`config.mk`:
```
export PLATFORM = sky130hd
export DESIGN_NAME = readMux
export DESIGN_NICKNAME = d
export VERILOG_FILES = /design/src/rtl/addressMapPkg.sv /design/src/rtl/readMux.sv
export SDC_FILE = /design/constraint.sdc
export NUM_CORES = 1
export LEC_CHECK = 0
export ABC_AREA = 1
export BUFFER_PORTS_ARGS = -buffer_cell sky130_fd_sc_hd__buf_4
export CAP_MARGIN = 10
export CORE_MARGIN = 2
export CORE_UTILIZATION = 41
export CTS_CLUSTER_SIZE = 14
export DETAILED_ROUTE_END_ITERATION = 16
export GPL_ROUTABILITY_DRIVEN = 0
export PLACE_DENSITY = 0.85
export SLEW_MARGIN = 10
export SYNTH_ARGS = -nofsm -noshare
export SYNTH_HDL_FRONTEND = slang
export SYNTH_SLANG_ARGS = --single-unit
```
`constraint.sdc`:
```
create_clock -name ck933 -period 0.9 [get_ports ck933]
set_clock_uncertainty 0.2 [all_clocks]
set_input_delay 0.135 -clock ck933 [delete_from_list [all_inputs] [get_ports ck933]]
set_output_delay 0.135 -clock ck933 [all_outputs]
set_load 0.005 [all_outputs]
```
`src/rtl/addressMapPkg.sv`:
```
`default_nettype none

package addressMapPkg;

    // Processor bus widths
    typedef logic [11:0] regAddrT;
    typedef logic [15:0] busDataT;
    typedef logic [31:0] regWordT;
    typedef logic [7:0]  spaceTagT;
    typedef logic [3:0]  regOffsetT;

    //********************
    // Space tags, address bits 11 to 4
    //********************
    localparam spaceTagT miscSpaceTag = 8'h70;
    localparam spaceTagT modeSpaceTag = 8'h71;

    // Misc space offsets
    localparam regOffsetT miscResetOffset   = 4'h0;
    localparam regOffsetT miscVersionOffset = 4'h4;
    localparam regOffsetT miscClockOffset   = 4'h8;

    // Mode space offsets
    localparam regOffsetT modeOffset   = 4'h0;
    localparam regOffsetT dacSelOffset = 4'h4;

    // Register offset with the half select bit masked off
    function automatic regOffsetT offsetOf(regAddrT a);
        return {a[3:2], 2'b00};
    endfunction

endpackage

`default_nettype wire

```
`src/rtl/readMux.sv`:
```
`default_nettype none

module readMux import addressMapPkg::*; (
    input  logic    ck933,
    input  logic    clockCounterEn,
    input  regAddrT regAddr,
    input  logic    miscSel,
    input  logic    modeSel,
    input  logic    rdActive,
    input  regWordT miscReadWord,
    input  regWordT modeReadWord,
    output busDataT dataOut,
    output logic    dataOutEn
);

    regWordT readWord;
    busDataT readHalf;

    // Unmapped spaces read as zero
    always_comb begin
        if (miscSel) begin
            readWord = miscReadWord;
        end else if (modeSel) begin
            readWord = modeReadWord;
        end else begin
            readWord = '0;
        end
    end

    assign readHalf = regAddr[1] ? readWord[31:16] : readWord[15:0];

    always_ff @(posedge ck933 or posedge clockCounterEn) begin
        if (clockCounterEn) begin
            dataOut   <= '0;
            dataOutEn <= 1'b0;
        end else begin
            dataOut   <= rdActive ? readHalf : '0;
            dataOutEn <= rdActive;
        end
    end

endmodule

`default_nettype wire

```
==> out/metrics.yaml <==
global_routing:
  grt_use_total_pct: 24.3
  grt_remaining_overflow: 0
  grt_pass1_vias: 1382
  antenna_found_initial: 0
  grt_max_degree: 18
  grt_pass1_wl_um: 6140
yosys:
  netlist_top_cells_area: "dfrtp_1 (37%), nand2_1 (21%), a21oi_1 (11%)"
  syn_nets: 243
  avgSynthCellArea_sq_um: 7.05
  ys_ff_latch: 17
  synth_cells: 162
  yosysSeqAreaShare_pct: 37.2
  synth_cell_types: 15
  syn_area_sq_um: 1140
  synth_warnings: 0
  synth_top_area_cell: "dfrtp_1"
  synth_top_area_share_pct: 37.2
power:
  power_frac_clock_pct: 20.7
  peakVddDrop_v: 0.000704
  p_leak_nw: 1.07
  p_comb_share_pct: 37.6
  internal-power_mw: 1.43
  power-per-cell-area_nw_per_um2: 1000
  pwr-share-seq_pct: 41.7
  power_switching_mw: 0.592
  sw_frac_of_total_pct: 29.4
critical_path:
  cp_cell_sequence: "buf_6"
  cpMaxStageDelayCell: "dfrtp_1"
  cp_top_family: "flip-flops"
  critical_path.endpoint_type: "output pin"
  max_stage_delay_ns: 0.40
  start_kind: "flip-flop"
  crit_arrival_ns: 0.81
  crit_type: "flip-flop to output pin"
  critPathBufInv: 1
  worstPathMaxFanout: 1
  crit_required_ns: 0.56
layout:
  num-nets-final: 335
  regArea_sq_um: 425
  synthToLayoutAreaGrowth_pct: 76.2
  layout-drive-gt1-share_pct: 48.6
  diodes: 0
  nFillCells: 213
  layout_common_cells: "buf_4 (76), nand2_1 (64), a21oi_2 (17), dfrtp_1 (17), buf_6 (17)"
  final_common_cell: "buf_4"
  multi_input_area_sq_um: 624
timing:
  period_share_pct: 127
  fin_ws_ns: -0.243
  fin_setup_tns_ns: -3.89
  setup_violations: 17
  slew_viol_final: 0
  rsz0062_at_grt: "yes"
  hold_ws_ns: -0.127
  fmax_ghz: 0.875
  relSlewSlack_pct: 84.7
  tightest_slew_ns: 0.229
  hold_viol_final: 17
  fin_crit_ns: 1.14
detailed_routing:
  vias: 1423
  via_per_inst: 5.01
  antenna_left: 0
  avgRoutedWirePerCell_um: 13.2
  routed_wirelength_um: 3750
  drt-initial-drc-count: 31
  first_pass_iters: 4
  drc: 0
clocking:
  cts_hold_buf: 1
  htreeDepth: 1
  cts_made_buffers: 3
  clk_path_buf_depth: 2
  tritoncts: "done"
  root_buffer: "clkbuf_4"
  cts.clk_slew.worst_paths_ns: 0.11
  clkSinkCount: 17
worst_hold_path:
  worstHoldStart: "modeReadWord[10]"
  hold_path_class: "primary input to flip-flop"
  holdPathStages: 3
  hold-path-endpoint: "dataOut[10]$_DFF_PP0_"
outcome:
  failed_checks: "negative hold slack, negative setup slack"
  status: "finished, violations left"
floorplanning:
  die_area_sq_um: 3220
  pin_count: 98
  die_y_um: 56.8
  core_sq_um: 2710
  initial_utilization_pct: 42.2
  die_w_um: 56.8
  placementRows: 19
place:
  pre_cts_slack_ns: -0.237
  dp_hpwl_um: 2770
  portBuffers: 86
run:
  drv_cap: 0
synthesized netlist by cell type, drive strengths merged:
| master | n |
|---|---|
| nand2 | 64 |
| nand3 | 16 |
| buf | 11 |
| dfrtp | 17 |
| inv | 4 |
| clkbuf | 1 |
| nor2 | 17 |
| a21oi | 32 |
cell type report:
| class | count | area share (%) |
|---|---|---|
| Clock buffer | 3 | 1.12 |
| Clock inverter | 1 | 0.249 |
| Inverter | 4 | 1.24 |
| Multi-Input combinational cell | 129 | 31.0 |
| Sequential cell | 17 | 21.1 |
| Tap cell | 31 | 1.93 |
| Timing Repair Buffer | 99 | 43.3 |
stage by stage:
step           hold WS, ns  cells  area, sq um  utilization [%]  power (mW)
5_1_grt             -0.143    284         2010             74.3        2.14
6_report            -0.127    284         2010             74.3        2.02
3_5_place_dp       -0.0312    279         1910             70.5        1.57
2_1_floorplan       -0.139    162         1210                -        1.17
3_3_place_gp       -0.0370    279         1910             70.5        1.55
4_1_cts             -0.136    284         2010             74.3        2.04
how the worst max path moves through the flow:
stage	startpoint	end	slack, ns	depth (start not counted)
3_3_place_gp	miscSel	dataOut[10]$_DFF_PP0_	-0.21	5
6_report	dataOut[15]$_DFF_PP0_	dataOut[15]	-0.24	1
2_1_floorplan	modeSel	dataOut[10]$_DFF_PP0_	-0.05	6
5_1_grt	dataOut[15]$_DFF_PP0_	dataOut[15]	-0.28	1
4_1_cts	dataOut[15]$_DFF_PP0_	dataOut[15]	-0.26	1
3_5_place_dp	miscSel	dataOut[6]$_DFF_PP0_	-0.24	5
power by group through the flow:
stage,clock network (mW),logic [mW],registers (mW)
2_1_floorplan,0,0.320,0.852
3_3_place_gp,0,0.708,0.846
3_5_place_dp,0,0.723,0.847
4_1_cts,0.435,0.760,0.842
5_1_grt,0.463,0.830,0.845
6_report,0.418,0.759,0.841
routing by layer:
metal	track usage (%)	part of all wire (%)
met1	30.4	40
met4	9.30	2.3
met3	4.38	6.5
met5	0	0
met2	41.5	51
kinds of logic after synthesis:
family	after synthesis	synth area share, %
flip-flops	17	37.2
buffers and inverters	16	11.7
AO/OA/AOI/OAI	32	16.0
AND/OR/NAND/NOR	97	35.0
registers in the layout, indices dropped and copies added (netlist names):
register	count
dataOut	16
dataOutEn	1
repair_timing:
action,4_1_cts,5_1_grt
buffers inserted,0,0
gates resized for setup,17,0
endpoints found under the hold margin,34,17
endpoints found under the setup margin,17,17
(Power assumes the default switching activity.)
