**src/rtl/addressMapPkg.sv**
```systemverilog
`default_nettype none

package addressMapPkg;

    // Processor bus widths
    typedef logic [11:0] regAddrT;
    typedef logic [15:0] busDataT;
    typedef logic [31:0] regWordT;
    typedef logic [7:0]  spaceTagT;
    typedef logic [3:0]  regOffsetT;

    //********************
    // Space tags, address bits 11 to 4
    //********************
    localparam spaceTagT miscSpaceTag = 8'h70;
    localparam spaceTagT modeSpaceTag = 8'h71;

    // Misc space offsets
    localparam regOffsetT miscResetOffset   = 4'h0;
    localparam regOffsetT miscVersionOffset = 4'h4;
    localparam regOffsetT miscClockOffset   = 4'h8;

    // Mode space offsets
    localparam regOffsetT modeOffset   = 4'h0;
    localparam regOffsetT dacSelOffset = 4'h4;

    // Register offset with the half select bit masked off
    function automatic regOffsetT offsetOf(regAddrT a);
        return {a[3:2], 2'b00};
    endfunction

endpackage

`default_nettype wire

```
**src/rtl/busDecode.sv**
```systemverilog
`default_nettype none

module busDecode import addressMapPkg::*; (
    input  logic    ck933,
    input  logic    clockCounterEn,
    input  logic    nCs,
    input  logic    nWe,
    input  logic    nRd,
    input  regAddrT addr,
    input  busDataT dataIn,
    output regAddrT regAddr,
    output busDataT wrData,
    output logic    miscSel,
    output logic    modeSel,
    output logic    wrPulse,
    output logic    miscAccessStart,
    output logic    resetReadStart,
    output logic    rdActive
);

    logic     nCsR;
    logic     nWeR;
    logic     nRdR;
    logic     nCsD;
    logic     nWeD;
    logic     miscAccess;
    logic     miscAccessD;
    spaceTagT spaceTag;

    // Strobe reclock plus previous-cycle copies
    always_ff @(posedge ck933 or posedge clockCounterEn) begin
        if (clockCounterEn) begin
            nCsR        <= 1'b1;
            nWeR        <= 1'b1;
            nRdR        <= 1'b1;
            nCsD        <= 1'b1;
            nWeD        <= 1'b1;
            miscAccessD <= 1'b0;
        end else begin
            nCsR        <= nCs;
            nWeR        <= nWe;
            nRdR        <= nRd;
            nCsD        <= nCsR;
            nWeD        <= nWeR;
            miscAccessD <= miscAccess;
        end
    end

    // Address and write data reclock
    always_ff @(posedge ck933) begin
        regAddr <= addr;
        wrData  <= dataIn;
    end

    //********************
    // Space decode
    //********************
    assign spaceTag = regAddr[11:4];
    assign miscSel  = (spaceTag == miscSpaceTag);
    assign modeSel  = (spaceTag == modeSpaceTag);

    // Rising edge of nWe inside a chip select
    assign wrPulse = nWeR & ~nWeD & ~nCsD;

    assign miscAccess      = ~nCsR & miscSel;
    assign miscAccessStart = miscAccess & ~miscAccessD;
    assign resetReadStart  = miscAccessStart & ~nRdR
                           & (offsetOf(regAddr) == miscResetOffset);
    assign rdActive        = ~nCsR & ~nRdR;

endmodule

`default_nettype wire

```
**config.mk**
```make
export PLATFORM = sky130hd
export DESIGN_NAME = busDecode
export DESIGN_NICKNAME = d
export VERILOG_FILES = /design/src/rtl/addressMapPkg.sv /design/src/rtl/busDecode.sv
export SDC_FILE = /design/constraint.sdc
export NUM_CORES = 1
export LEC_CHECK = 0
export BUFFER_PORTS_ARGS = -buffer_cell sky130_fd_sc_hd__buf_2
export CAP_MARGIN = 20
export CORE_MARGIN = 2
export CORE_UTILIZATION = 36
export CTS_CLUSTER_DIAMETER = 80
export DETAILED_ROUTE_END_ITERATION = 8
export PLACE_DENSITY = 0.75
export SYNTH_ARGS = -nofsm -noshare
export SYNTH_HDL_FRONTEND = slang
export SYNTH_SLANG_ARGS = --single-unit
```
**constraint.sdc**
```tcl
create_clock -name ck933 -period 1.6 [get_ports ck933]
set_input_delay 0.24 -clock ck933 [delete_from_list [all_inputs] [get_ports ck933]]
set_output_delay 0.24 -clock ck933 [all_outputs]
set_load 0.02 [all_outputs]
```
==> metrics <==
leading cell type by number of instances after synthesis=dfxtp_1; Core ar.=0.00217 mm^2; number of max-cap violations=0; post-synthesis cell count=47; CP Buf/Inv Count=2; Pleak=0.769 nW; NumNets Final=184; sequential share of the synthesized area=88.4%; clk sink count=34; synth cell count leaders=28 x dfxtp_1, 5 x dfstp_2, 3 x nor3_1; Slew Limit Fails=0; Pre-antenna DRT Iters=3; Hold Fails Final Rpt=0; later-pin clock latency in the skew report=320 ps; min Tclk post-route=1900 ps; switching share of power=23.9%; routed vias/inst=4.23; final setup fails=4; failing checks=setup timing; total power=0.00160 W; GPL Wtd Cong=0.693; Avg Cell Area, Syn=17.3 um^2; Max Freq=525 MHz; Yosys cell types=12; worst-path cell with the longest stage delay=or4b_4; Design Area, Final=0.00156 mm^2; first-pass GRT wire length=2760 um; power density over the cells=1020 mW/mm^2; YS warnings=0; WS Path Type=flip-flop to output pin; clk_skew=2.12 ps; Die Area=0.00265 mm^2; die width=51.5 um; share of cells above drive strength 1=55.9%; Final Util=72.1%; PortBufs=66; Worst Path Arrival=1660 ps; total CTS buffers=5; Row Count=17; Syn Nets=80; ys flop type=dfxtp_1; n_diodes=0; Worst Max-Slew Pin Slew=330 ps; drt first-iter violations=6; gr usage total=15.7%; Reg power frac=57.2%; routed length per instance=13.8 um; outcome=finished, violations left; DRT antenna net count=0; Max-slew headroom=77.9%; crit-path cells=or4b_4 > buf_4 > nor3_2 > buf_4; part of the cycle the worst path needs=119%; Final WS setup=-303 ps; CP dominant cell by count=buf_4; FFs w/ async S/R, synth=17.6%; DP Wirelength=1320 um; # fillers=148; Crit path required time=1360 ps; cell family with most CP delay=simple AND/OR/NAND/NOR gates; Startpoint Class=flip-flop; IO Pins=67; CP max FO=4; Synth top area share=69.1%; largest cells by area after synthesis=dfxtp_1 69%, dfstp_2 16%, dfrtp_1 3.1%; drt drc=0; initial antenna violation count=0; Max Root-Sink Buffers=2; Worst path max stage delay=580 ps; Switch Pwr=0.000383 W; root buf cell=clkbuf_4; Worst VDD drop=948 uV; largest net degree at the start of global routing=11; count of flip-flops with a built-in enable after synthesis=0; Synth Register Bits=34; TritonCTS clock tree=yes; total vias in the final route=762; top cell type by total area after synthesis=dfxtp_1; vias in the first global route=702; Area growth, synth to finish=92.9%; RSZ-0062 raised after global routing=yes; H-tree levels=2; HP Class=input port to flip-flop; Min Hold Slack=20.8 ps; internal power=0.00122 W; global route overflow=0; Gate power share=12.9%; Setup crit end kind=output pin; Area after DPL=0.00118 mm^2; Synth Cell Area=811 um^2; Initial Util=37.4%; clk slew on worst S/H paths=100 ps; Die Y=51.5 um; Clk network pwr share=29.9%; routed wire length=2490 um
==> worst paths after layout <==
path / to / depth (start not counted) / start / slack (ps)
max in group asynchronous: nRdR$_DFF_PP1_ / 3 / clockCounterEn / 1000
worst max-delay path: modeSel / 4 / regAddr[5]$_DFF_P_ / -300
min in group asynchronous: miscAccessD$_DFF_PP0_ / 3 / clockCounterEn / 360
worst max register to register: miscAccessD$_DFF_PP0_ / 3 / regAddr[5]$_DFF_P_ / 320
worst min-delay path: regAddr[11]$_DFF_P_ / 1 / addr[11] / 20
worst min register to register: nWeD$_DFF_PP1_ / 0 / nWeR$_DFF_PP1_ / 370
==> power groups by stage <==
stage          Combinational [W]  Sequential (W)  Clock (W)
2_1_floorplan          0.0000164        0.000979          0
3_3_place_gp            0.000141        0.000929          0
3_5_place_dp            0.000143        0.000931          0
4_1_cts                 0.000159        0.000912   0.000479
5_1_grt                 0.000219        0.000921   0.000536
6_report                0.000206        0.000915   0.000479
==> state kept, by name, indices dropped and copies added, names as in the netlist <==
signal       cells
wrData          16
nCsR             1
nWeD             1
miscAccessD      1
nRdR             1
nWeR             1
nCsD             1
regAddr         12
==> cell type report <==
| class | instances | area [um^2] | area share [%] |
|---|---|---|---|
| Sequential cell | 34 | 718 | 45.9 |
| Timing Repair Buffer | 97 | 643 | 41.1 |
| Multi-Input combinational cell | 11 | 100 | 6.40 |
| Clock buffer | 7 | 55.1 | 3.52 |
| Tap cell | 28 | 35.0 | 2.24 |
| Inverter | 2 | 7.51 | 0.480 |
| Clock inverter | 1 | 5.00 | 0.320 |
==> layer usage <==
| layer | share of wire, % | GRT usage, % | routed length (um) |
|---|---|---|---|
| met2 | 50 | 26.7 | 1240 |
| met3 | 10 | 9.94 | 252 |
| met4 | 2.1 | 9.21 | 52 |
| met5 | 0 | 0 | 0 |
| met1 | 38 | 13.8 | 948 |
==> repair_timing <==
action                                  in CTS  in global routing
buffers inserted                             0                  1
resized for setup                            1                  3
endpoints found under the hold margin        8                 22
hold buffers                                 8                 22
endpoints found under the setup margin       4                  4
==> through the flow <==
stage | worst slack, ps | setup TNS, ps | std cells
after detailed placement | 31.4 | 0 | 141
after global routing | -378 | -1410 | 180
after global placement | 53.1 | 0 | 141
after floorplan | -75.0 | -225 | 47
final | -303 | -1090 | 180
after CTS | -320 | -1090 | 157
==> cell families (layout without fill, tap and decap cells) <==
group,Yosys count,after routing,share of synthesized area [%]
buffers and inverters,2,107,0.926
DFF,34,34,88.4
and+or+nand+nor,11,11,10.6
==> cell usage in the layout (no fill, tap or decap), drive strengths merged <==
cell type     n
nand3b        1
or2           1
clkinv        1
nor3          3
or4b          1
inv           2
dfrtp         1
nor4          2
dlygate4sd3  30
nor3b         1
buf          67
or4           1
clkbuf        7
dfxtp        28
nor2          1
dfstp         5
(Power assumes the default switching activity.)
