### src/rtl/demodModePkg.sv
`default_nettype none

package demodModePkg;

    typedef enum logic [3:0] {
        modeLegacy     = 4'd0,
        modePcmTrellis = 4'd1,
        modeSoqpsk     = 4'd2,
        modeMultiH     = 4'd3
    } demodModeT;

    typedef logic [3:0] dacSelT;

    //********************
    // DAC source codes owned by the trellis decoders
    //********************
    localparam dacSelT dacTrellisI     = 4'd8;
    localparam dacSelT dacTrellisQ     = 4'd9;
    localparam dacSelT dacTrellisPhErr = 4'd10;
    localparam dacSelT dacTrellisIndex = 4'd11;

    // Sample paths
    typedef logic signed [17:0] sampleT;
    typedef logic [13:0]        dacWordT;

endpackage

`default_nettype wire

### src/rtl/symbolSelect.sv
`default_nettype none

module symbolSelect import demodModePkg::*; (
    input  logic      ck933,
    input  logic      clockCounterEn,
    input  demodModeT demodMode,
    input  logic      pcmTrellisBit,
    input  logic      pcmTrellisSymEn,
    input  logic      pcmTrellisSym2xEn,
    input  logic      soqpskTrellisBit,
    input  logic      soqpskTrellisSymEn,
    input  logic      soqpskTrellisSym2xEn,
    input  logic      iBit,
    input  logic      qBit,
    input  logic      iSymEn,
    input  logic      iSym2xEn,
    output logic      iData,
    output logic      qData,
    output logic      dataSymEn,
    output logic      dataSym2xEn
);

    logic pcmMode;
    logic trellisMode;
    logic trellisBit;
    logic trellisSymEn;
    logic trellisSym2xEn;

    assign pcmMode     = (demodMode == modePcmTrellis);
    assign trellisMode = pcmMode || (demodMode == modeSoqpsk);

    // Trellis decoder reclock
    always_ff @(posedge ck933 or posedge clockCounterEn) begin
        if (clockCounterEn) begin
            trellisBit     <= 1'b0;
            trellisSymEn   <= 1'b0;
            trellisSym2xEn <= 1'b0;
        end else begin
            trellisBit     <= pcmMode ? pcmTrellisBit : soqpskTrellisBit;
            trellisSymEn   <= pcmMode ? pcmTrellisSymEn : soqpskTrellisSymEn;
            trellisSym2xEn <= pcmMode ? pcmTrellisSym2xEn : soqpskTrellisSym2xEn;
        end
    end

    // Output register, trellis bit feeds both rails
    always_ff @(posedge ck933 or posedge clockCounterEn) begin
        if (clockCounterEn) begin
            iData       <= 1'b0;
            qData       <= 1'b0;
            dataSymEn   <= 1'b0;
            dataSym2xEn <= 1'b0;
        end else begin
            iData       <= trellisMode ? trellisBit : iBit;
            qData       <= trellisMode ? trellisBit : qBit;
            dataSymEn   <= trellisMode ? trellisSymEn : iSymEn;
            dataSym2xEn <= trellisMode ? trellisSym2xEn : iSym2xEn;
        end
    end

endmodule

`default_nettype wire

### config.mk
export PLATFORM = sky130hd
export DESIGN_NAME = symbolSelect
export DESIGN_NICKNAME = d
export VERILOG_FILES = /design/src/rtl/demodModePkg.sv /design/src/rtl/symbolSelect.sv
export SDC_FILE = /design/constraint.sdc
export NUM_CORES = 1
export LEC_CHECK = 0
export BUFFER_PORTS_ARGS = -buffer_cell sky130_fd_sc_hd__buf_4
export CAP_MARGIN = 20
export CORE_AREA = 2 2 39 41
export DETAILED_ROUTE_END_ITERATION = 8
export DIE_AREA = 0 0 41 43
export SLEW_MARGIN = 25
export SYNTH_ARGS = -nofsm -noshare
export SYNTH_HDL_FRONTEND = slang
export SYNTH_SLANG_ARGS = --single-unit
### constraint.sdc
create_clock -name ck933 -period 0.9 [get_ports ck933]
set_input_delay 0 -clock ck933 [delete_from_list [all_inputs] [get_ports ck933]]
set_output_delay 0 -clock ck933 [all_outputs]
set_load 0.01 [all_outputs]
==> summary.md <==
### Finish
- **antenna cell count** 0
- **fin nets** 70
- **final-layout fill cell count** 140
- **area growth from synthesis to layout** 111%
- **fraction of layout cells with a size suffix above 1** 58.5%
- **Design Area, Final** 594 um^2
- **leading cell type in the layout, fill and taps excluded** sky130_fd_sc_hd__buf_4
- **most frequent cells in the layout** 20 x sky130_fd_sc_hd__buf_4, 11 x sky130_fd_sc_hd__dlygate4sd3_1, 7 x sky130_fd_sc_hd__mux2_2, 7 x sky130_fd_sc_hd__dfrtp_1, 3 x sky130_fd_sc_hd__clkbuf_4

### Clock network
- **largest buffer count on any clock path** 2
- **clock tree from TritonCTS** built
- **cell at the root of the clock tree** sky130_fd_sc_hd__clkbuf_4
- **clock insertion delay at the later pin of the skew report** 0.25 ns
- **H-tree depth** 1
- **post-CTS setup buffer count** 0
- **clock sink total** 7
- **number of CTS-inserted buffers** 3
- **clock-pin transition on the worst setup and hold timing paths** 0.05 ns
- **post-cts gate resize count** 0
- **cts-stage hold buffer count** 11

### Flow run
- **max-cap violations** 0

### Drt
- **post-route antenna net violation count** 0
- **total DRC errors in the routed layout** 0
- **routed wire length** 707 um
- **average wire per cell in the routed design** 10.2 um
- **via count normalized by instance count** 3.88
- **first-pass iteration count of the detailed router** 2
- **total via count after detailed routing** 268
- **drt initial violations** 1

### Global route
- **vias in the first global route** 281
- **antenna violations before repair** 0
- **first-pass GRT wire length** 1030 um
- **GRT overflow** 0
- **maximum number of pins on one net before global-route repair** 8
- **Tot GR Track Use** 9.73%

### STA
- **headroom to the max-slew limit** 82.9%
- **final-report max-slew violation count** 0
- **upper clock frequency limit** 1250 MHz
- **shortest clock period the worst path allows after layout** 0.803 ns
- **setup repair after global routing missed its margin** false
- **worst slack on hold paths** 0.226 ns
- **clock tree skew after final layout** 0.00106 ns
- **number of hold violations in the final report** 0
- **final setup slack of the worst path** 0.0974 ns
- **actual transition at the worst max-transition pin** 0.257 ns
- **final setup violation count** 0
- **crit share post-route** 89.2%

### Placed design
- **DP HPWL** 517 um
- **final estimated routing congestion in global placement** 0.648
- **DP Worst Slack** -0.141 ns
- **DP Area** 458 um^2
- **Port Buf Inserts** 19

### Floorplanning
- **starting density of the core** 20.3%
- **number of primary I/O pins** 20
- **die height** 43 um
- **Die Span X** 41 um
- **number of cell rows** 14
- **Die Area** 1760 um^2
- **area inside the core boundary** 1380 um^2

### Worst setup path
- **maximum fanout encountered on the critical timing path** 1
- **Crit Path Category** input pin to flip-flop
- **Cell Chain, Critical Path** dlygate4sd3_1, buf_4, mux2_2
- **startpoint types** input pin
- **endpoint arrival time on the critical path** 0.93 ns
- **data required time at the worst endpoint** 1.03 ns
- **slowest cell on the critical path** sky130_fd_sc_hd__dlygate4sd3_1
- **critical path's largest stage delay** 0.54 ns
- **element type at the critical path end** flip-flop

### Synthesis
- **Net Count, Synth** 34
- **Post-Synthesis Cell Area** 282 um^2
- **portion of the post-synthesis area used by sequential elements** 62.2%
- **number of register bits inferred by synthesis** 7
- **Netlist cell types** 6
- **Synth Warn #** 0
- **Post-Syn Area per Cell** 15.6 um^2
- **synthesized instance count** 18

### Pwr
- **maximum vdd drop** 447 uV
- **static leakage** 0.000278 uW
- **power density relative to cell area** 1330 nW/um^2

### Worst hold path
- **Tightest Hold Check Type** input pin to flip-flop

### Run status
- **run status** completed

cells in the mapped netlist:
cell                      count  share of area (%)
sky130_fd_sc_hd__nor4b_1      1                3.1
sky130_fd_sc_hd__or3_1        1                2.2
sky130_fd_sc_hd__xnor2_1      1                3.1
sky130_fd_sc_hd__dfrtp_1      7                 62
sky130_fd_sc_hd__inv_1        1                1.3
sky130_fd_sc_hd__mux2_2       7                 28
cells by family after synthesis:
family        Yosys count  share of synthesized area [%]
mux                     7                           28.0
xor+xnor                1                           3.11
simple gates            2                           5.34
buf+inv                 1                           1.33
flops                   7                           62.2
path summary, 6_finish.rpt:
| check | from | slack, ns | end | cells after the start |
|---|---|---|---|---|
| worst max register to register | trellisBit | 0.15 | iData | 1 |
| worst min-delay path | demodMode[2] | 0.23 | dataSymEn | 3 |
| min in group asynchronous | clockCounterEn | 0.24 | iData | 3 |
| max in group asynchronous | clockCounterEn | 0.46 | qData | 3 |
| worst min register to register | trellisSymEn | 0.48 | dataSymEn | 1 |
| worst max-delay path | soqpskTrellisSymEn | 0.1 | trellisSymEn | 3 |
flip-flops by register name, summed over array words and instances (netlist names):
name / flops
dataSym2xEn: 1
dataSymEn: 1
iData: 1
qData: 1
trellisBit: 1
trellisSym2xEn: 1
trellisSymEn: 1
metal layers:
metal,track usage [%],vias up,share of wire [%]
met5,0,-,0
met1,7.95,116,40
met4,8.00,0,0
li1,-,132,-
met2,15.0,20,49
met3,6.28,0,11
through the flow:
step | power, uW | std cells | TNS (ns) | util [%]
after floorplan | 394 | 18 | 0 | -
after global placement | 477 | 54 | -0.778 | 33.1
after detailed placement | 477 | 54 | -0.813 | 33.1
after CTS | 806 | 69 | 0 | 42.9
after global routing | 851 | 69 | 0 | 42.9
final | 791 | 69 | 0 | 42.9
layout make-up:
| type | instances | area [um^2] | share of cell area (%) |
|---|---|---|---|
| clock buffers | 4 | 26.3 | 4.42 |
| inverters | 1 | 3.75 | 0.632 |
| multi-input cells | 10 | 109 | 18.3 |
| flip-flops and latches | 7 | 175 | 29.5 |
| well taps | 16 | 20.0 | 3.37 |
| repair buffers | 31 | 260 | 43.8 |
worst max-delay path: cells and delay by family:
family | cells | cell delay [ns]
buffers and inverters | 2 | 0.67
muxes | 1 | 0.26
power breakdown:
group          internal (uW)  leakage [uW]  total (uW)  switching [uW]
clock                    169     0.0000150         283             114
sequential               337     0.0000816         344            6.96
combinational            116      0.000181         164            48.0
total                    622      0.000278         791             169
(Power assumes the default switching activity.)
