[config.mk]
export PLATFORM = sky130hd
export DESIGN_NAME = modeRegs
export DESIGN_NICKNAME = d
export VERILOG_FILES = /design/src/rtl/addressMapPkg.sv /design/src/rtl/demodModePkg.sv /design/src/rtl/modeRegs.sv
export SDC_FILE = /design/constraint.sdc
export NUM_CORES = 1
export LEC_CHECK = 0
export BUFFER_PORTS_ARGS = -buffer_cell sky130_fd_sc_hd__buf_2
export CORE_MARGIN = 2
export CORE_UTILIZATION = 30
export CTS_CLUSTER_SIZE = 24
export DETAILED_ROUTE_END_ITERATION = 6
export PLACE_DENSITY = 0.64
export RECOVER_POWER = 50
export SETUP_SLACK_MARGIN = 0.2
export SYNTH_ARGS = -nofsm -noshare
export SYNTH_HDL_FRONTEND = slang
export SYNTH_SLANG_ARGS = --single-unit
[constraint.sdc]
create_clock -name ck933 -period 1.1 [get_ports ck933]
set_input_delay 0.165 -clock ck933 [delete_from_list [all_inputs] [get_ports ck933]]
set_output_delay 0.165 -clock ck933 [all_outputs]
set_load 0.05 [all_outputs]
[src/rtl/addressMapPkg.sv]
`default_nettype none

package addressMapPkg;

    // Processor bus widths
    typedef logic [11:0] regAddrT;
    typedef logic [15:0] busDataT;
    typedef logic [31:0] regWordT;
    typedef logic [7:0]  spaceTagT;
    typedef logic [3:0]  regOffsetT;

    //********************
    // Space tags, address bits 11 to 4
    //********************
    localparam spaceTagT miscSpaceTag = 8'h70;
    localparam spaceTagT modeSpaceTag = 8'h71;

    // Misc space offsets
    localparam regOffsetT miscResetOffset   = 4'h0;
    localparam regOffsetT miscVersionOffset = 4'h4;
    localparam regOffsetT miscClockOffset   = 4'h8;

    // Mode space offsets
    localparam regOffsetT modeOffset   = 4'h0;
    localparam regOffsetT dacSelOffset = 4'h4;

    // Register offset with the half select bit masked off
    function automatic regOffsetT offsetOf(regAddrT a);
        return {a[3:2], 2'b00};
    endfunction

endpackage

`default_nettype wire

[src/rtl/demodModePkg.sv]
`default_nettype none

package demodModePkg;

    typedef enum logic [3:0] {
        modeLegacy     = 4'd0,
        modePcmTrellis = 4'd1,
        modeSoqpsk     = 4'd2,
        modeMultiH     = 4'd3
    } demodModeT;

    typedef logic [3:0] dacSelT;

    //********************
    // DAC source codes owned by the trellis decoders
    //********************
    localparam dacSelT dacTrellisI     = 4'd8;
    localparam dacSelT dacTrellisQ     = 4'd9;
    localparam dacSelT dacTrellisPhErr = 4'd10;
    localparam dacSelT dacTrellisIndex = 4'd11;

    // Sample paths
    typedef logic signed [17:0] sampleT;
    typedef logic [13:0]        dacWordT;

endpackage

`default_nettype wire

[src/rtl/modeRegs.sv]
`default_nettype none

module modeRegs import addressMapPkg::*, demodModePkg::*; (
    input  logic      ck933,
    input  logic      clockCounterEn,
    input  logic      softReset,
    input  regAddrT   regAddr,
    input  busDataT   wrData,
    input  logic      modeSel,
    input  logic      wrPulse,
    output demodModeT demodMode,
    output dacSelT    dac0Select,
    output dacSelT    dac1Select,
    output dacSelT    dac2Select,
    output regWordT   modeReadWord
);

    regOffsetT   offset;
    logic        lowWrite;
    logic [11:0] dacSelReg;

    assign offset   = offsetOf(regAddr);
    assign lowWrite = wrPulse & modeSel & ~regAddr[1];

    always_ff @(posedge ck933 or posedge clockCounterEn) begin
        if (clockCounterEn) begin
            demodMode <= modeLegacy;
            dacSelReg <= '0;
        end else if (softReset) begin
            demodMode <= modeLegacy;
            dacSelReg <= '0;
        end else if (lowWrite) begin
            if (offset == modeOffset) begin
                demodMode <= demodModeT'(wrData[3:0]);
            end
            if (offset == dacSelOffset) begin
                dacSelReg <= wrData[11:0];
            end
        end
    end

    // One nibble per DAC
    assign dac0Select = dacSelReg[3:0];
    assign dac1Select = dacSelReg[7:4];
    assign dac2Select = dacSelReg[11:8];

    always_comb begin
        case (offset)
            modeOffset:   modeReadWord = {28'h0000000, demodMode};
            dacSelOffset: modeReadWord = {20'h00000, dacSelReg};
            default:      modeReadWord = '0;
        endcase
    end

endmodule

`default_nettype wire

==> results of run 1 <==
-- worst min-delay path: cells and delay by family --
| family | cells | cell delay (ns) |
|---|---|---|
| buffers and inverters | 1 | 0.10 |
| muxes | 1 | 0.06 |
| and+or+nand+nor | 1 | 0.05 |
-- through the flow --
step	hold WS, ns	utilization [%]
6_report	0.126	54.9
5_1_grt	0.108	54.9
4_1_cts	0.115	51.8
3_5_place_dp	0.187	40.7
3_3_place_gp	0.185	40.7
2_1_floorplan	0.0788	-
-- flip-flops by register name, indices dropped and copies added (netlist names) --
name,count
demodMode,4
dacSelReg,12
-- repair_timing --
action / in CTS / in global routing
endpoints found under the hold margin: 16 / 0
hold buffers: 1 / 0
gates resized for setup: 82 / 19
buffers inserted: 10 / 5
pin swaps: 0 / 2
endpoints found under the setup margin: 34 / 33
-- logic make-up (layout without fill, tap and decap cells) --
family                 count (synthesis)  count (layout)
other                                  1              20
buffers and inverters                 27              76
muxes                                 20              20
and+or+nand+nor                       45              45
DFF                                   16              16
-- worst paths after layout --
kind | start | end | cells past startpoint
setup / recovery | demodMode[1]$_DFFE_PP0P_ | modeReadWord[1] | 3
hold / removal | wrData[5] | dacSelReg[5]$_DFFE_PP0P_ | 3
setup reg to reg | demodMode[3]$_DFFE_PP0P_ | demodMode[3]$_DFFE_PP0P_ | 4
hold reg to reg | dacSelReg[5]$_DFFE_PP0P_ | dacSelReg[5]$_DFFE_PP0P_ | 2
max in group asynchronous | clockCounterEn | dacSelReg[8]$_DFFE_PP0P_ | 4
min in group asynchronous | clockCounterEn | dacSelReg[10]$_DFFE_PP0P_ | 4
-- per-layer routing --
metal | wire (um) | up-vias
met4 | 28 | 0
met2 | 1470 | 39
met5 | 0 | -
li1 | - | 444
met1 | 1060 | 446
met3 | 124 | 2
-- placed cells by master, fill, tap and decap left out --
master / instances
nor3b_1: 1
mux2i_2: 3
buf_2: 15
inv_1: 1
and2_4: 8
and2b_1: 1
buf_8: 13
clkbuf_2: 2
dfrtp_2: 16
or3b_4: 1
buf_6: 27
mux2i_4: 2
clkbuf_8: 1
clkbuf_1: 1
nand2_2: 1
nand2b_1: 27
mux2i_1: 15
dlygate4sd3_1: 1
nor2_4: 4
conb_1: 20
nor4_2: 1
buf_4: 12
clkbuf_4: 3
nand2b_4: 1
-- power by group through the flow --
| stage | clock [uW] | sequential, uW | combinational, uW |
|---|---|---|---|
| finish | 377 | 603 | 400 |
| global route | 427 | 604 | 422 |
| CTS | 397 | 602 | 376 |
| detailed placement | 0 | 613 | 340 |
| global placement | 0 | 612 | 337 |
| floorplan | 0 | 638 | 294 |
-- area by class of cell --
class,instances,area [sq um],share of cell area (%)
flip-flops and latches,16,420,22.6
well taps,46,57.6,3.09
inverters,1,3.75,0.202
clock buffers,4,36.3,1.95
repair buffers,71,688,37.0
multi-input cells,85,654,35.2
==> results by group, run 1 <==
Outcome
  – Status: complete, but fails checks
  – Failing checks: setup timing

Floorplan
  – Initial core utilization: 31.6%
  – Die height: 63.8 um
  – Core Rows: 21
  – Total Die Area: 4070 sq um
  – CORE AREA: 3390 sq um
  – Die W: 63.8 um
  – # IOs: 81

Timing
  – Fmax: 797 MHz
  – Unrepaired setup endpoints after global routing: yes
  – Final setup vio count: 20
  – Final setup margin: -0.155 ns
  – Crit path time final: 1.26 ns
  – Worst Skew: 0 ns
  – Fin. max-slew vios: 0
  – Period utilization: 114%
  – Final Hold Viols: 0
  – TNS Setup: -1.45 ns

Synth
  – Yosys warns: 0
  – Synth Area per Inst: 9.84 sq um
  – Synth Area in Adders: 0%
  – Post-Synth XOR/XNOR Area: 0%
  – Synth cell count leaders: nand2b_1, buf_4, mux2i_1, dfrtp_1, and2_1
  – Post-synthesis sequential area ratio: 37.3%
  – Async S/R FF share, synth: 100%
  – Post-Syn Area: 1070 sq um
  – Mux cell area share after synthesis: 18.7%
  – Post-synthesis register bit count: 16
  – Post-Synthesis Cells: 109
  – Most frequent cell after synthesis: nand2b_1
  – Complex-gate fraction of the synthesized area: 0%
  – Number of synthesized flops with an enable pin: 0
  – Area leader, netlist: dfrtp_1
  – Top post-synthesis cells by area: dfrtp_1, mux2i_1, nand2b_1
  – Distinct cells, synth: 16
  – Ys flop type: dfrtp_1
  – Combinational family with the most area after synthesis: simple AND/OR/NAND/NOR gates
  – Synth top area share: 37.3%
  – Simple-gate share of the synthesized area: 26.3%

Power and ir drop
  – Comb power frac: 29.0%
  – Worst vdd ir: 0.000626 V
  – Pwr Total: 1380 uW
  – Seq pwr share: 43.7%
  – Clock Power Share: 27.3%
  – Sw Pwr: 455 uW
  – Leak: 0.000871 uW
  – Pint: 925 uW
  – Power density over the cells: 742 nW/um^2
  – Sw Ratio: 33.0%

Place
  – Inst Count DP: 203
  – Port-buffer cells: 47
  – Worst slack, placed: -0.188 ns
  – GP Congestion: 0.751
  – Hpwl dp: 1.75 mm
  – DP Area: 1380 sq um

Setup path
  – CP startpoint kind: flop
  – Register-to-register setup slack: 0.18 ns
  – CP top delay family: flip-flops
  – Worst path cell trace: mux2i_2, nor2_4, buf_6
  – Crit. End Element: output port
  – WP data arrival: 1.09 ns
  – Crit-path max cell delay: 0.42 ns
  – Worst Path Required: 0.94 ns
  – Worst path bufs/invs: 1
  – Slowest cell on crit path: dfrtp_2
  – Critical Setup Path Class: reg -> out
  – CP max FO: 2

Drt
  – Number of DRC markers in iteration 0: 7
  – WL final: 2.69 mm
  – DR pass1 iterations: 2
  – Vias: 931
  – Routed wire per std cell: 12.1 um
  – Post-route ant nets: 0
  – Residual DRC: 0
  – Via density: 4.17

Clock tree
  – Maximum buffer depth of the clock tree: 2
  – CTS Root Cell: clkbuf_4
  – Worst skew pair latency: 0.28 ns
  – CTS Sinks: 16
  – TritonCTS Buffers: 3
  – CTS tree: built
  – Clk slew on worst S/H paths: 0.09 ns
  – H-tree Lvls: 1

Final layout
  – Finished Layout Cells: 223
  – Final nets: 211
  – Antenna Cells: 0
  – Layout cells sized above 1: 62.1%
  – Layout area overhead: 73.5%
  – Filler cell count: 297
  – Design Area, Final: 1860 sq um

Global route
  – Number of global-route vias before repair: 942
  – Antenna violations before repair: 0
  – Global route overflow: 0
  – First-pass GRT wire length: 4.13 mm
  – M1 GR Usage: 14.8%
  – Largest net degree at the start of global routing: 29
  – Total GRT Usage: 13.0%
  – Met2 Use GR: 23.6%
  – GR Util met3: 3.52%
  – Most used routing layer: met2

Hold path
  – HP Class: in -> reg

Run
  – Max Cap Viol: 0
(Power assumes the default switching activity.)
==> run 2, diff against run 1 <==
- CORE_ASPECT_RATIO: not set -> 1.25
==> run 2 against run 1 <==
Net effect: the flow still finishes with violations (setup timing); sequential share of layout area is 1.2 points lower; via count is 0.21% lower; critical endpoint is now modeReadWord[2]; combinational power is 5.2% higher; setup slack better by 0.040 ns; core utilization is 2.1 points higher; sequential power hardly changed; design area is 5.7% higher; register-to-register slack worse by 0.03 ns; first-iteration DRC count grew to 5.9 times the previous value.
==> results by group, run 2 (synthesis results as in run 1) <==
Outcome
  – Status: complete, but fails checks
  – Failing checks: setup timing

Timing
  – Fin. max-slew vios: 0 (unchanged)
  – Final Hold Viols: 0 (unchanged)
  – Fmax: 823 MHz (+3.3%)
  – Worst Skew: 0 ns (unchanged)
  – Crit path time final: 1.22 ns (-0.0398 ns)
  – Period utilization: 110% (-3.6 points)
  – Final setup margin: -0.115 ns (+0.0398 ns)
  – Unrepaired setup endpoints after global routing: yes
  – Final setup vio count: 19 (-5.0%)

Run
  – Max Cap Viol: 0 (unchanged)

Clock tree
  – H-tree Lvls: 1 (unchanged)
  – Clk slew on worst S/H paths: 0.07 ns (-0.02 ns)
  – CTS tree: built
  – CTS Sinks: 16 (unchanged)
  – Maximum buffer depth of the clock tree: 2 (unchanged)
  – CTS Root Cell: clkbuf_8
  – TritonCTS Buffers: 3 (unchanged)
  – Worst skew pair latency: 0.25 ns (-0.03 ns)

Setup path
  – CP max FO: 2 (unchanged)
  – Worst Path Required: 0.94 ns (about the same)
  – Crit. End Element: output port
  – Critical Setup Path Class: reg -> out
  – WP data arrival: 1.05 ns (-0.04 ns)
  – CP startpoint kind: flop

Power and ir drop
  – Pint: 1050 uW (+14%)
  – Sw Ratio: 31.8% (-1.1 points)
  – Clock Power Share: 33.5% (+6.2 points)
  – Worst vdd ir: 0.000457 V (-27%)
  – Comb power frac: 27.3% (-1.7 points)
  – Power density over the cells: 784 nW/um^2 (+5.7%)
  – Seq pwr share: 39.2% (-4.5 points)
  – Sw Pwr: 491 uW (+7.8%)
  – Leak: 0.000897 uW (+3.0%)

Global route
  – GR Util met3: 2.38% (-1.1 points)
  – Number of global-route vias before repair: 953 (+1.2%)
  – Largest net degree at the start of global routing: 29 (unchanged)
  – Total GRT Usage: 13.9% (+0.91 points)
  – First-pass GRT wire length: 4.41 mm (+6.9%)
  – Global route overflow: 0 (unchanged)
  – M1 GR Usage: 15.7% (+0.95 points)
  – Antenna violations before repair: 0 (unchanged)
  – Most used routing layer: met2
  – Met2 Use GR: 25.4% (+1.8 points)

Drt
  – Post-route ant nets: 0 (unchanged)
  – Routed wire per std cell: 14.0 um (+16%)
  – Residual DRC: 0 (unchanged)
  – Vias: 929 (-0.21%)
  – Via density: 4.22 (+1.1%)
  – Number of DRC markers in iteration 0: 41 (+34)
  – DR pass1 iterations: 3 (+1)
  – WL final: 3.08 mm (+14%)

Floorplan
  – CORE AREA: 3450 sq um (+1.9%)
  – Initial core utilization: 31.1% (-0.58 points)
  – Total Die Area: 4070 sq um (about the same)
  – Die height: 70.8 um (+11%)
  – Core Rows: 24 (+14%)
  – Die W: 57.5 um (-9.9%)
  – # IOs: 81 (unchanged)

Final layout
  – Most frequent cells in the layout: nand2b_1, buf_6, conb_1
  – Layout cells sized above 1: 64.1% (+1.9 points)
  – Antenna Cells: 0 (unchanged)
  – Largest regs: dacSelReg (12), demodMode (4)
  – Most common cell after layout, fill and taps aside: nand2b_1
  – Max reg flops: 12 (unchanged)
  – Final core utilization: 57.0% (+2.1 points)
  – Final nets: 215 (+1.9%)
  – Top reg by flops: dacSelReg
  – Layout area overhead: 83.4%

Place
  – GP Congestion: 0.791 (+5.4%)
  – Worst slack, placed: -0.210 ns (-0.0221 ns)
  – Hpwl dp: 1.96 mm (+12%)
  – Port-buffer cells: 47 (unchanged)

Hold path
  – HP Class: in -> reg
## run 2: cell count changes in the layout (fill, tap and decap cells not counted), sizes merged
| cell | before | now |
|---|---|---|
| buf | 67 | 71 |
| inv | 1 | 0 |
| clkinvlp | 0 | 1 |
## run 2: critical path: stages, from the launching register on
cell	delay, ns
dfrtp_2	0.43
mux2i_4	0.17
nor2_4	0.05
buf_6	0.15
## run 2: routing by layer
layer	vias to the layer above	part of all wire, %
met5	-	0
met4	0	0.75
met3	2	4.0
met2	29	59
met1	447	36
li1	451	-
## run 2: worst paths after layout
check                                           end  cells past startpoint  slack [ns]                      from
min in group asynchronous  demodMode[0]$_DFFE_PP0P_                      3        0.40            clockCounterEn
min                        dacSelReg[4]$_DFFE_PP0P_                      3        0.16                 wrData[4]
min reg2reg                dacSelReg[7]$_DFFE_PP0P_                      2        0.59  dacSelReg[7]$_DFFE_PP0P_
max reg2reg                dacSelReg[1]$_DFFE_PP0P_                      4        0.15  dacSelReg[1]$_DFFE_PP0P_
max                                 modeReadWord[2]                      3       -0.12  dacSelReg[2]$_DFFE_PP0P_
max in group asynchronous  dacSelReg[1]$_DFFE_PP0P_                      4        0.14            clockCounterEn
## run 2: per-stage QoR
step | power [uW] | hold slack (ns) | instances | instance area [sq um] | setup TNS [ns]
floorplan | 932 | 0.0788 | 128 | 1220 | -0.326
global placement | 952 | 0.106 | 197 | 1380 | -2.22
detailed placement | 957 | 0.110 | 197 | 1380 | -2.38
CTS | 1530 | 0.164 | 210 | 1790 | -0.788
global route | 1630 | 0.166 | 220 | 1970 | -1.45
finish | 1540 | 0.163 | 220 | 1970 | -0.683
## run 2: layout make-up
class | count | area (sq um)
fillers | 286 | 1490
flip-flops and latches | 16 | 420
well taps | 39 | 48.8
repair buffers | 75 | 758
multi-input cells | 85 | 679
inverters | 1 | 5.00
clock buffers | 4 | 55.1
## run 2: repair_timing
item / 4_1_cts / 5_1_grt
gates resized for setup: 88 / 27
hold buffers: 1 / 0
setup buffers: 8 / 10
pin swaps: 2 / 2
hold endpoints to repair: 6 / 0
endpoints found under the setup margin: 44 / 54
## run 2: power groups by stage
stage / combinational [uW] / clock (uW) / sequential [uW]
after floorplan: 294 / 0 / 638
after global placement: 340 / 0 / 612
after detailed placement: 344 / 0 / 613
after CTS: 390 / 538 / 603
after global routing: 443 / 578 / 605
final: 421 / 516 / 605
