[src/rtl/demodModePkg.sv]
`default_nettype none

package demodModePkg;

    typedef enum logic [3:0] {
        modeLegacy     = 4'd0,
        modePcmTrellis = 4'd1,
        modeSoqpsk     = 4'd2,
        modeMultiH     = 4'd3
    } demodModeT;

    typedef logic [3:0] dacSelT;

    //********************
    // DAC source codes owned by the trellis decoders
    //********************
    localparam dacSelT dacTrellisI     = 4'd8;
    localparam dacSelT dacTrellisQ     = 4'd9;
    localparam dacSelT dacTrellisPhErr = 4'd10;
    localparam dacSelT dacTrellisIndex = 4'd11;

    // Sample paths
    typedef logic signed [17:0] sampleT;
    typedef logic [13:0]        dacWordT;

endpackage

`default_nettype wire

[src/rtl/dacSelect.sv]
`default_nettype none

module dacSelect import demodModePkg::*; (
    input  logic    ck933,
    input  dacSelT  dac0Select,
    input  dacSelT  dac1Select,
    input  dacSelT  dac2Select,
    input  sampleT  trellis0Sample,
    input  sampleT  trellis1Sample,
    input  sampleT  trellis2Sample,
    input  sampleT  demod0Sample,
    input  sampleT  demod1Sample,
    input  sampleT  demod2Sample,
    output dacWordT dac0_d,
    output dacWordT dac1_d,
    output dacWordT dac2_d
);

    // Trellis codes take the trellis sample, all others the demod
    function automatic dacWordT pickSample(
        dacSelT sel,
        sampleT trellisSample,
        sampleT demodSample
    );
        sampleT chosen;
        case (sel)
            dacTrellisI,
            dacTrellisQ,
            dacTrellisPhErr,
            dacTrellisIndex: chosen = trellisSample;
            default:         chosen = demodSample;
        endcase
        // Top 14 bits
        return chosen[17:4];
    endfunction

    always_ff @(posedge ck933) begin
        dac0_d <= pickSample(dac0Select, trellis0Sample, demod0Sample);
        dac1_d <= pickSample(dac1Select, trellis1Sample, demod1Sample);
        dac2_d <= pickSample(dac2Select, trellis2Sample, demod2Sample);
    end

endmodule

`default_nettype wire

[config.mk]
export PLATFORM = sky130hd
export DESIGN_NAME = dacSelect
export DESIGN_NICKNAME = d
export VERILOG_FILES = /design/src/rtl/demodModePkg.sv /design/src/rtl/dacSelect.sv
export SDC_FILE = /design/constraint.sdc
export NUM_CORES = 1
export LEC_CHECK = 0
export BUFFER_PORTS_ARGS = -buffer_cell sky130_fd_sc_hd__buf_2
export CORE_MARGIN = 2
export CORE_UTILIZATION = 34
export DETAILED_ROUTE_END_ITERATION = 10
export PLACE_DENSITY = 0.79
export REMOVE_ABC_BUFFERS = 1
export SYNTH_ARGS = -nofsm -noshare
export SYNTH_HDL_FRONTEND = slang
export SYNTH_SLANG_ARGS = --single-unit
[constraint.sdc]
create_clock -name ck933 -period 1.2 [get_ports ck933]
set_input_delay 0.18 -clock ck933 [delete_from_list [all_inputs] [get_ports ck933]]
set_output_delay 0.18 -clock ck933 [all_outputs]
set_load 0.01 [all_outputs]
==> impl_metrics.env, run 1 <==
export IMPL_grt_util_all_layers_pct=14.0
export IMPL_first_global_vias=1256
export IMPL_fin_total_pwr_mw=2.97
export IMPL_clk_pin_slew_ps=80
export IMPL_yosysUniqueCellTypes=5
export IMPL_rsz0062_at_grt="false"
export IMPL_dpl_hpwl_um=2970
export IMPL_relSlewSlack_pct=82.9
export IMPL_maxSlewViolCount=0
export IMPL_synthXorXnorAreaFrac_pct=0
export IMPL_vias_per_cell=4.28
export IMPL_p_seq_share_pct=51.5
export IMPL_cap_violations=0
export IMPL_power_leakage_nw=1.26
export IMPL_crit_required_ps=1020
export IMPL_cts_hold_buf=0
export IMPL_drive_gt1_share_pct=81.1
export IMPL_grt_pass1_wl_um=5440
export IMPL_mostFrequentLayoutCells="buf_2 (132), dfxtp_1 (42), mux2_4 (30)"
export IMPL_yosys_area_share_simple_pct=2.70
export IMPL_coreArea_um2=4350
export IMPL_clockBufferDepth=2
export IMPL_nets=347
export IMPL_portBuffers=132
export IMPL_period_minus_slack_ps=920
export IMPL_switchingPower_uw=672
export IMPL_setup_viol=0
export IMPL_synth_adder_area_share_pct=0
export IMPL_die_h_um=71.0
export IMPL_drt_iter0_markers=10
export IMPL_swShare_pct=22.6
export IMPL_ys_ff_latch=42
export IMPL_tightest_slew_ps=257
export IMPL_path_delay_family="flip-flops"
export IMPL_htreeDepth=2
export IMPL_antenna_left=0
export IMPL_cts_tree="built"
export IMPL_synth_top_family_by_area="multiplexers"
export IMPL_synth_area_mux_share_pct=38.3
export IMPL_ir_drop_mv=0.682
export IMPL_num_rows=24
export IMPL_start_util_pct=35.1
export IMPL_num_vias=1194
export IMPL_avgSynthCellArea_um2=17.0
export IMPL_intPower_mw=2.30
export IMPL_slowest_delay_ps=330
export IMPL_gr_total_overflow=0
export IMPL_cts_setup_buffers=0
export IMPL_clock_sinks=42
export IMPL_place_gp_congestion=0.669
export IMPL_ys_seq_area_share_pct=55.0
export IMPL_antenna_found_initial=0
export IMPL_synth_compound_area_share_pct=0
export IMPL_crit_buf_inv=1
export IMPL_setup_tns_ps=0
export IMPL_arrival_ps=740
export IMPL_hold_violations=0
export IMPL_cp_max_fo=1
export IMPL_numCtsBuffers=5
export IMPL_postSynthCellCount=90
export IMPL_worstHoldPathType="in2reg"
export IMPL_cp_start_kind="flip-flop"
export IMPL_drt_wl_total_um=3530
export IMPL_slowest_stage="dfxtp_1"
export IMPL_final_common_cell="buf_2"
export IMPL_clkPwrFrac_pct=30.6
export IMPL_syn_area_um2=1530
export IMPL_yosys_warnings=0
export IMPL_status="finished clean"
export IMPL_avgRoutedWirePerCell_um=12.7
export IMPL_p_comb_share_pct=17.9
export IMPL_fin_crit_sh_pct=76.6
export IMPL_cp_end_kind="output port"
export IMPL_path_class="reg2out"
export IMPL_die_area_um2=5050
export IMPL_syn2layout_area_growth_pct=49.5
export IMPL_first_pass_iters=4
export IMPL_grt_max_degree=15
export IMPL_cts_resized=0
export IMPL_p_per_area_nw_per_um2=1300
export IMPL_antenna_cells=0
export IMPL_clock_root_buffer="clkbuf_8"
export IMPL_die_x_um=71.0
export IMPL_fillers=371
export IMPL_path_cells="buf_2"
export IMPL_fmax_ghz=1.09
export IMPL_io_pin_count=163
export IMPL_drc=0
state kept, by name (all words and copies together) (netlist names):
name / cells
dac2_d: 14
dac0_d: 14
dac1_d: 14
final timing paths:
kind / from / to / slack [ps] / depth (start not counted)
setup / recovery: dac1_d[9]$_DFF_P_ / dac1_d[9] / 280 / 1
hold / removal: trellis2Sample[12] / dac2_d[8]$_DFF_P_ / 120 / 2
layout make-up:
type,count,area [um2],share of cell area [%]
Sequential cell,42,841,36.8
Timing Repair Buffer,132,661,28.9
Multi-Input combinational cell,45,627,27.4
Clock buffer,7,86.3,3.78
Tap cell,52,65.1,2.85
Clock inverter,1,5.00,0.219
Yosys cell counts:
cell | n | share of area [%]
nand2b_4 | 3 | 2.7
mux2_2 | 12 | 8.8
dfxtp_1 | 42 | 55
buf_12 | 3 | 3.9
mux2_4 | 30 | 29
layer usage:
metal	part of all wire, %	routed length (um)	GRT usage [%]	up-vias
li1	-	-	-	581
met1	35	1220	13.7	524
met2	52	1820	24.4	80
met3	12	424	7.12	9
met4	1.7	59	6.71	0
met5	0	0	0	-
stage by stage:
step	cell area (um2)	cells	util (%)	setup slack (ps)	hold slack [ps]
final	2280	279	52.5	280	119
after floorplan	1470	87	-	327	323
after global routing	2280	279	52.5	237	98.5
after detailed placement	2190	271	50.4	143	409
after global placement	2190	271	50.4	187	405
after CTS	2280	279	52.5	262	106
logic make-up after synthesis:
| family | after synthesis |
|---|---|
| buf+inv | 3 |
| flops | 42 |
| mux | 42 |
| simple gates | 3 |
power groups by stage:
stage          sequential [mW]  combinational (mW)  clock [mW]
4_1_cts                   1.53               0.541       0.950
2_1_floorplan             1.63               0.196           0
3_5_place_dp              1.56               0.539           0
3_3_place_gp              1.56               0.527           0
5_1_grt                   1.54               0.573        1.01
6_report                  1.53               0.532       0.909
(Power assumes the default switching activity.)
==> inputs of run 2 (changes only) <==
- clock period: 1.2 -> 0.86 ns (I/O delays scaled with it)
==> run 2 against run 1 <==
  * Hold slack worse by 60 ps
  * Critical path depth stayed put
  * Largest cell class unchanged
  * Global-route usage is 0.26 points higher
  * Cell area is 2.7% higher
  * Combinational power is 48% higher
  * Worst setup slack worse by 280 ps
  * Utilization is 1.4 points higher
  * Power is 38% higher
  * First-iteration DRC count is 30% higher
  * Clock-buffer cell count is 2 lower
==> impl_metrics.env, run 2 (same netlist as run 1, synthesis figures left out) <==
export IMPL_clk_pin_slew_ps=80
export IMPL_setup_tns_ps=0
export IMPL_gr_total_overflow=0
export IMPL_grt_busiest_layer="met2"
export IMPL_antenna_found_initial=0
export IMPL_first_global_vias=1298
export IMPL_drive_gt1_share_pct=85.4
export IMPL_grt_pass1_wl_um=5490
export IMPL_clkPwrFrac_pct=28.3
export IMPL_nets=347
export IMPL_drc=0
export IMPL_maxSlewViolCount=0
export IMPL_die_x_um=71.0
export IMPL_ir_drop_mv=1.00
export IMPL_numCtsBuffers=5
export IMPL_place_ws_ps=-150
export IMPL_final_common_cell="buf_2"
export IMPL_fmax_ghz=1.17
export IMPL_clockBufferDepth=2
export IMPL_dpl_hpwl_um=2980
export IMPL_worstHoldPathType="in2reg"
export IMPL_swShare_pct=23.0
export IMPL_avgRoutedWirePerCell_um=13.1
export IMPL_die_area_um2=5050
export IMPL_crit_buf_inv=1
export IMPL_period_minus_slack_ps=855
export IMPL_die_h_um=71.0
export IMPL_path_delay_family="flip-flops"
export IMPL_first_pass_iters=4
export IMPL_htreeDepth=2
export IMPL_relSlewSlack_pct=82.2
export IMPL_clock_root_buffer="clkbuf_8"
export IMPL_reg_top3="dac0_d x14, dac1_d x14, dac2_d x14"
export IMPL_p_seq_share_pct=52.5
export IMPL_switchingPower_uw=940
export IMPL_arrival_ps=730
export IMPL_crit_required_ps=730
export IMPL_portBuffers=132
export IMPL_power_leakage_nw=1.28
export IMPL_cts_setup_buffers=0
export IMPL_drt_wl_total_um=3630
export IMPL_status="finished clean"
export IMPL_cts_tree="built"
export IMPL_antenna_cells=0
export IMPL_final_util_pct=53.9
export IMPL_fillers=365
export IMPL_grtUsageMet2_pct=27.4
export IMPL_cts_hold_buf=0
export IMPL_p_comb_share_pct=19.2
export IMPL_io_pin_count=163
export IMPL_fin_ws_ps=5.02
export IMPL_cp_depth=1
export IMPL_hold_path_depth=2
export IMPL_syn2layout_area_growth_pct=53.6
export IMPL_drt_iter0_markers=13
export IMPL_cp_start_kind="flip-flop"
export IMPL_mostFrequentLayoutCells="buf_2 (122), dfxtp_1 (33), mux2_4 (30)"
export IMPL_place_gp_congestion=0.674
export IMPL_p_per_area_nw_per_um2=1740
export IMPL_vias_per_cell=4.36
export IMPL_slowest_delay_ps=320
export IMPL_clock_sinks=42
export IMPL_path_cells="buf_2"
export IMPL_start_util_pct=35.1
export IMPL_cp_end_kind="output port"
export IMPL_grt_use_met3_pct=8.26
export IMPL_antenna_left=0
export IMPL_fin_crit_sh_pct=99.4
export IMPL_intPower_mw=3.15
export IMPL_tightest_slew_ps=267
export IMPL_hold_violations=0
export IMPL_num_vias=1211
export IMPL_num_rows=24
export IMPL_coreArea_um2=4350
export IMPL_cp_max_fo=1
export IMPL_path_class="reg2out"
export IMPL_hold_worst_slack_ps=58.9
export IMPL_grt_util_all_layers_pct=14.3
export IMPL_setup_viol=0
export IMPL_use_met1_pct=11.9
export IMPL_cap_violations=0
export IMPL_grt_max_degree=15
export IMPL_rsz0062_at_grt="true"
export IMPL_slowest_stage="dfxtp_1"
-- run 2: cell types whose count changed in the layout (fill, tap and decap cells not counted) --
cell / before / now
dfxtp_2: 0 / 9
clkbuf_8: 6 / 5
buf_6: 0 / 10
clkinv_2: 1 / 2
dfxtp_1: 42 / 33
clkbuf_1: 1 / 0
buf_2: 132 / 122
-- run 2: repair_timing --
item                       in CTS  in global routing
pin swaps                       0                  0
setup endpoints to repair      19                 40
gates resized for setup         4                 15
-- run 2: per-stage QoR --
stage	cell area (um2)	instances	power, mW
after floorplan	1470	87	2.54
after global routing	2350	278	4.29
after detailed placement	2190	271	2.93
after global placement	2190	271	2.91
after CTS	2290	278	4.10
final	2350	278	4.09
-- run 2: area by class of cell --
cell class,instances,area [um2],area share (%)
Tap cell,52,65.1,2.77
Timing Repair Buffer,132,723,30.8
Clock inverter,2,10.0,0.427
Multi-Input combinational cell,45,627,26.7
Sequential cell,42,852,36.3
Clock buffer,5,68.8,2.93
-- run 2: final timing paths --
kind / start / end / slack [ps]
hold / removal: demod2Sample[13] / dac2_d[9]$_DFF_P_ / 60
setup / recovery: dac2_d[8]$_DFF_P_ / dac2_d[8] / 5
-- run 2: power by group through the flow --
| stage | clock network (mW) | registers, mW | logic [mW] |
|---|---|---|---|
| after floorplan | 0 | 2.27 | 0.274 |
| after global placement | 0 | 2.17 | 0.735 |
| after detailed placement | 0 | 2.18 | 0.753 |
| after CTS | 1.20 | 2.14 | 0.766 |
| after global routing | 1.29 | 2.16 | 0.843 |
| final | 1.16 | 2.15 | 0.785 |
-- run 2: routing by layer --
metal | routed length, um | vias up | share of wire [%]
met5 | 0 | - | 0
met1 | 1120 | 547 | 31
met4 | 47 | 0 | 1.3
met2 | 1990 | 79 | 55
met3 | 482 | 5 | 13
li1 | - | 580 | -
==> inputs of run 3 (changes only) <==
- RECOVER_POWER: default -> 25
==> run 3 against run 2 <==
  * Hold slack got worse by 6.9 ps
  * Largest cell class unchanged
  * Maximum frequency increased by 0.18%
  * Critical path depth unchanged
  * Utilization decreased by 0.89 points
  * Cell area decreased by 1.7%
  * Routed wire length increased by 0.69%
  * Clock power about the same
  * First-iteration DRC count increased by 7.7%
  * Via count decreased by 0.25%
==> impl_metrics.env, run 3 (same netlist as run 1, synthesis figures left out) <==
export IMPL_fin_crit_sh_pct=99.2
export IMPL_clock_root_buffer="clkbuf_8"
export IMPL_nets=347
export IMPL_vias_per_cell=4.35
export IMPL_io_pin_count=163
export IMPL_grt_max_degree=15
export IMPL_cap_violations=0
export IMPL_clockBufferDepth=2
export IMPL_cp_max_fo=1
export IMPL_syn2layout_area_growth_pct=51.0
export IMPL_slowest_delay_ps=320
export IMPL_first_global_vias=1298
export IMPL_final_common_cell="buf_2"
export IMPL_portBuffers=132
export IMPL_first_pass_iters=4
export IMPL_tightest_slew_ps=344
export IMPL_setup_tns_ps=0
export IMPL_reg_top3="dac0_d x14, dac1_d x14, dac2_d x14"
export IMPL_grt_pass1_wl_um=5490
export IMPL_dr_wl_met2_um=1980
export IMPL_crit_start="dac2_d[8]$_DFF_P_"
export IMPL_antenna_cells=0
export IMPL_dr_max_layer_used="met4"
export IMPL_slowest_stage="dfxtp_1"
export IMPL_antenna_left=0
export IMPL_gr_total_overflow=0
export IMPL_p_comb_share_pct=18.5
export IMPL_crit_required_ps=730
export IMPL_p_per_area_nw_per_um2=1760
export IMPL_die_h_um=71.0
export IMPL_hold_violations=0
export IMPL_cts_tree="built"
export IMPL_setup_viol=0
export IMPL_numCtsBuffers=5
export IMPL_period_minus_slack_ps=853
export IMPL_clk_pin_slew_ps=80
export IMPL_die_area_um2=5050
export IMPL_hold_worst_slack_ps=52.0
export IMPL_rsz0062_at_grt="true"
export IMPL_avgRoutedWirePerCell_um=13.2
export IMPL_crit_buf_inv=1
export IMPL_drive_gt1_share_pct=81.4
export IMPL_grt_util_all_layers_pct=14.3
export IMPL_path_delay_family="flip-flops"
export IMPL_mostFrequentLayoutCells="buf_2 (122), dfxtp_1 (33), mux2_4 (21)"
export IMPL_design_area_um2=2310
export IMPL_path_class="reg2out"
export IMPL_p_seq_share_pct=53.0
export IMPL_num_rows=24
export IMPL_drt_iter0_markers=14
export IMPL_status="finished clean"
export IMPL_die_x_um=71.0
export IMPL_clock_sinks=42
export IMPL_place_area_um2=2190
export IMPL_path_cells="buf_2"
export IMPL_drc=0
export IMPL_place_ws_ps=-150
export IMPL_arrival_ps=720
export IMPL_num_vias=1208
export IMPL_cp_start_kind="flip-flop"
export IMPL_place_gp_congestion=0.674
export IMPL_coreArea_um2=4350
export IMPL_start_util_pct=35.1
export IMPL_wl_met3_um=482
export IMPL_cts_setup_buffers=0
export IMPL_clkPwrFrac_pct=28.5
export IMPL_switchingPower_uw=935
export IMPL_fin_ws_ps=6.55
export IMPL_drt_wl_total_um=3660
export IMPL_antenna_found_initial=0
export IMPL_cp_end_kind="output port"
export IMPL_fmax_ghz=1.17
export IMPL_relSlewSlack_pct=77.1
export IMPL_worstHoldPathType="in2reg"
export IMPL_maxSlewViolCount=0
export IMPL_cp_depth=1
export IMPL_dpl_hpwl_um=2980
export IMPL_htreeDepth=2
export IMPL_met1Wirelength_um=1150
export IMPL_ir_drop_mv=0.986
export IMPL_power_leakage_nw=1.23
export IMPL_intPower_mw=3.12
export IMPL_swShare_pct=23.0
export IMPL_cp_endpoint="dac2_d[8]"
==> run 3: cell types whose count changed in the layout (fill, tap and decap cells not counted) <==
cell / change
mux2_1: +9
mux2_4: -9
nand2b_2: +1
nand2b_4: -1
==> run 3: worst min path at each step <==
| stage | startpoint | endpoint | slack, ps | cells after the start |
|---|---|---|---|---|
| 6_report | trellis2Sample[12] | dac2_d[8]$_DFF_P_ | 50 | 2 |
| 5_1_grt | demod0Sample[5] | dac0_d[1]$_DFF_P_ | 50 | 2 |
| 3_3_place_gp | demod2Sample[13] | dac2_d[9]$_DFF_P_ | 350 | 2 |
| 4_1_cts | demod2Sample[13] | dac2_d[9]$_DFF_P_ | 50 | 2 |
| 3_5_place_dp | demod2Sample[13] | dac2_d[9]$_DFF_P_ | 360 | 2 |
| 2_1_floorplan | demod0Sample[4] | dac0_d[0]$_DFF_P_ | 270 | 1 |
==> run 3: area by class of cell <==
class | instances | area, um2
fill | 379 | 2050
sequential | 42 | 852
timing repair buffer | 132 | 723
multi-input combinational | 45 | 588
clock buffer | 5 | 68.8
tap | 52 | 65.1
clock inverter | 2 | 10.0
==> run 3: per-stage QoR <==
stage               total power, mW  utilization, %  std cells
finish                         4.06            53.0        278
global route                   4.26            53.0        278
CTS                            4.10            52.5        278
detailed placement             2.93            50.4        271
global placement               2.91            50.4        271
floorplan                      2.54               -         87
==> run 3: routing by layer <==
layer / track usage (%) / vias up
li1: - / 580
met1: 11.9 / 544
met2: 27.4 / 79
met3: 8.26 / 5
met4: 5.03 / 0
met5: 0 / -
==> run 3: repair_timing <==
item                       CTS  global route
hold buffers                 0             0
setup endpoints to repair   19            40
gates cloned                 0             0
pin swaps                    0             0
resized for setup            4            15
==> run 3: power groups by stage <==
stage	sequential (mW)	clock, mW	combinational [mW]
global route	2.16	1.29	0.809
finish	2.15	1.16	0.751
floorplan	2.27	0	0.274
global placement	2.17	0	0.735
CTS	2.14	1.20	0.766
detailed placement	2.18	0	0.753
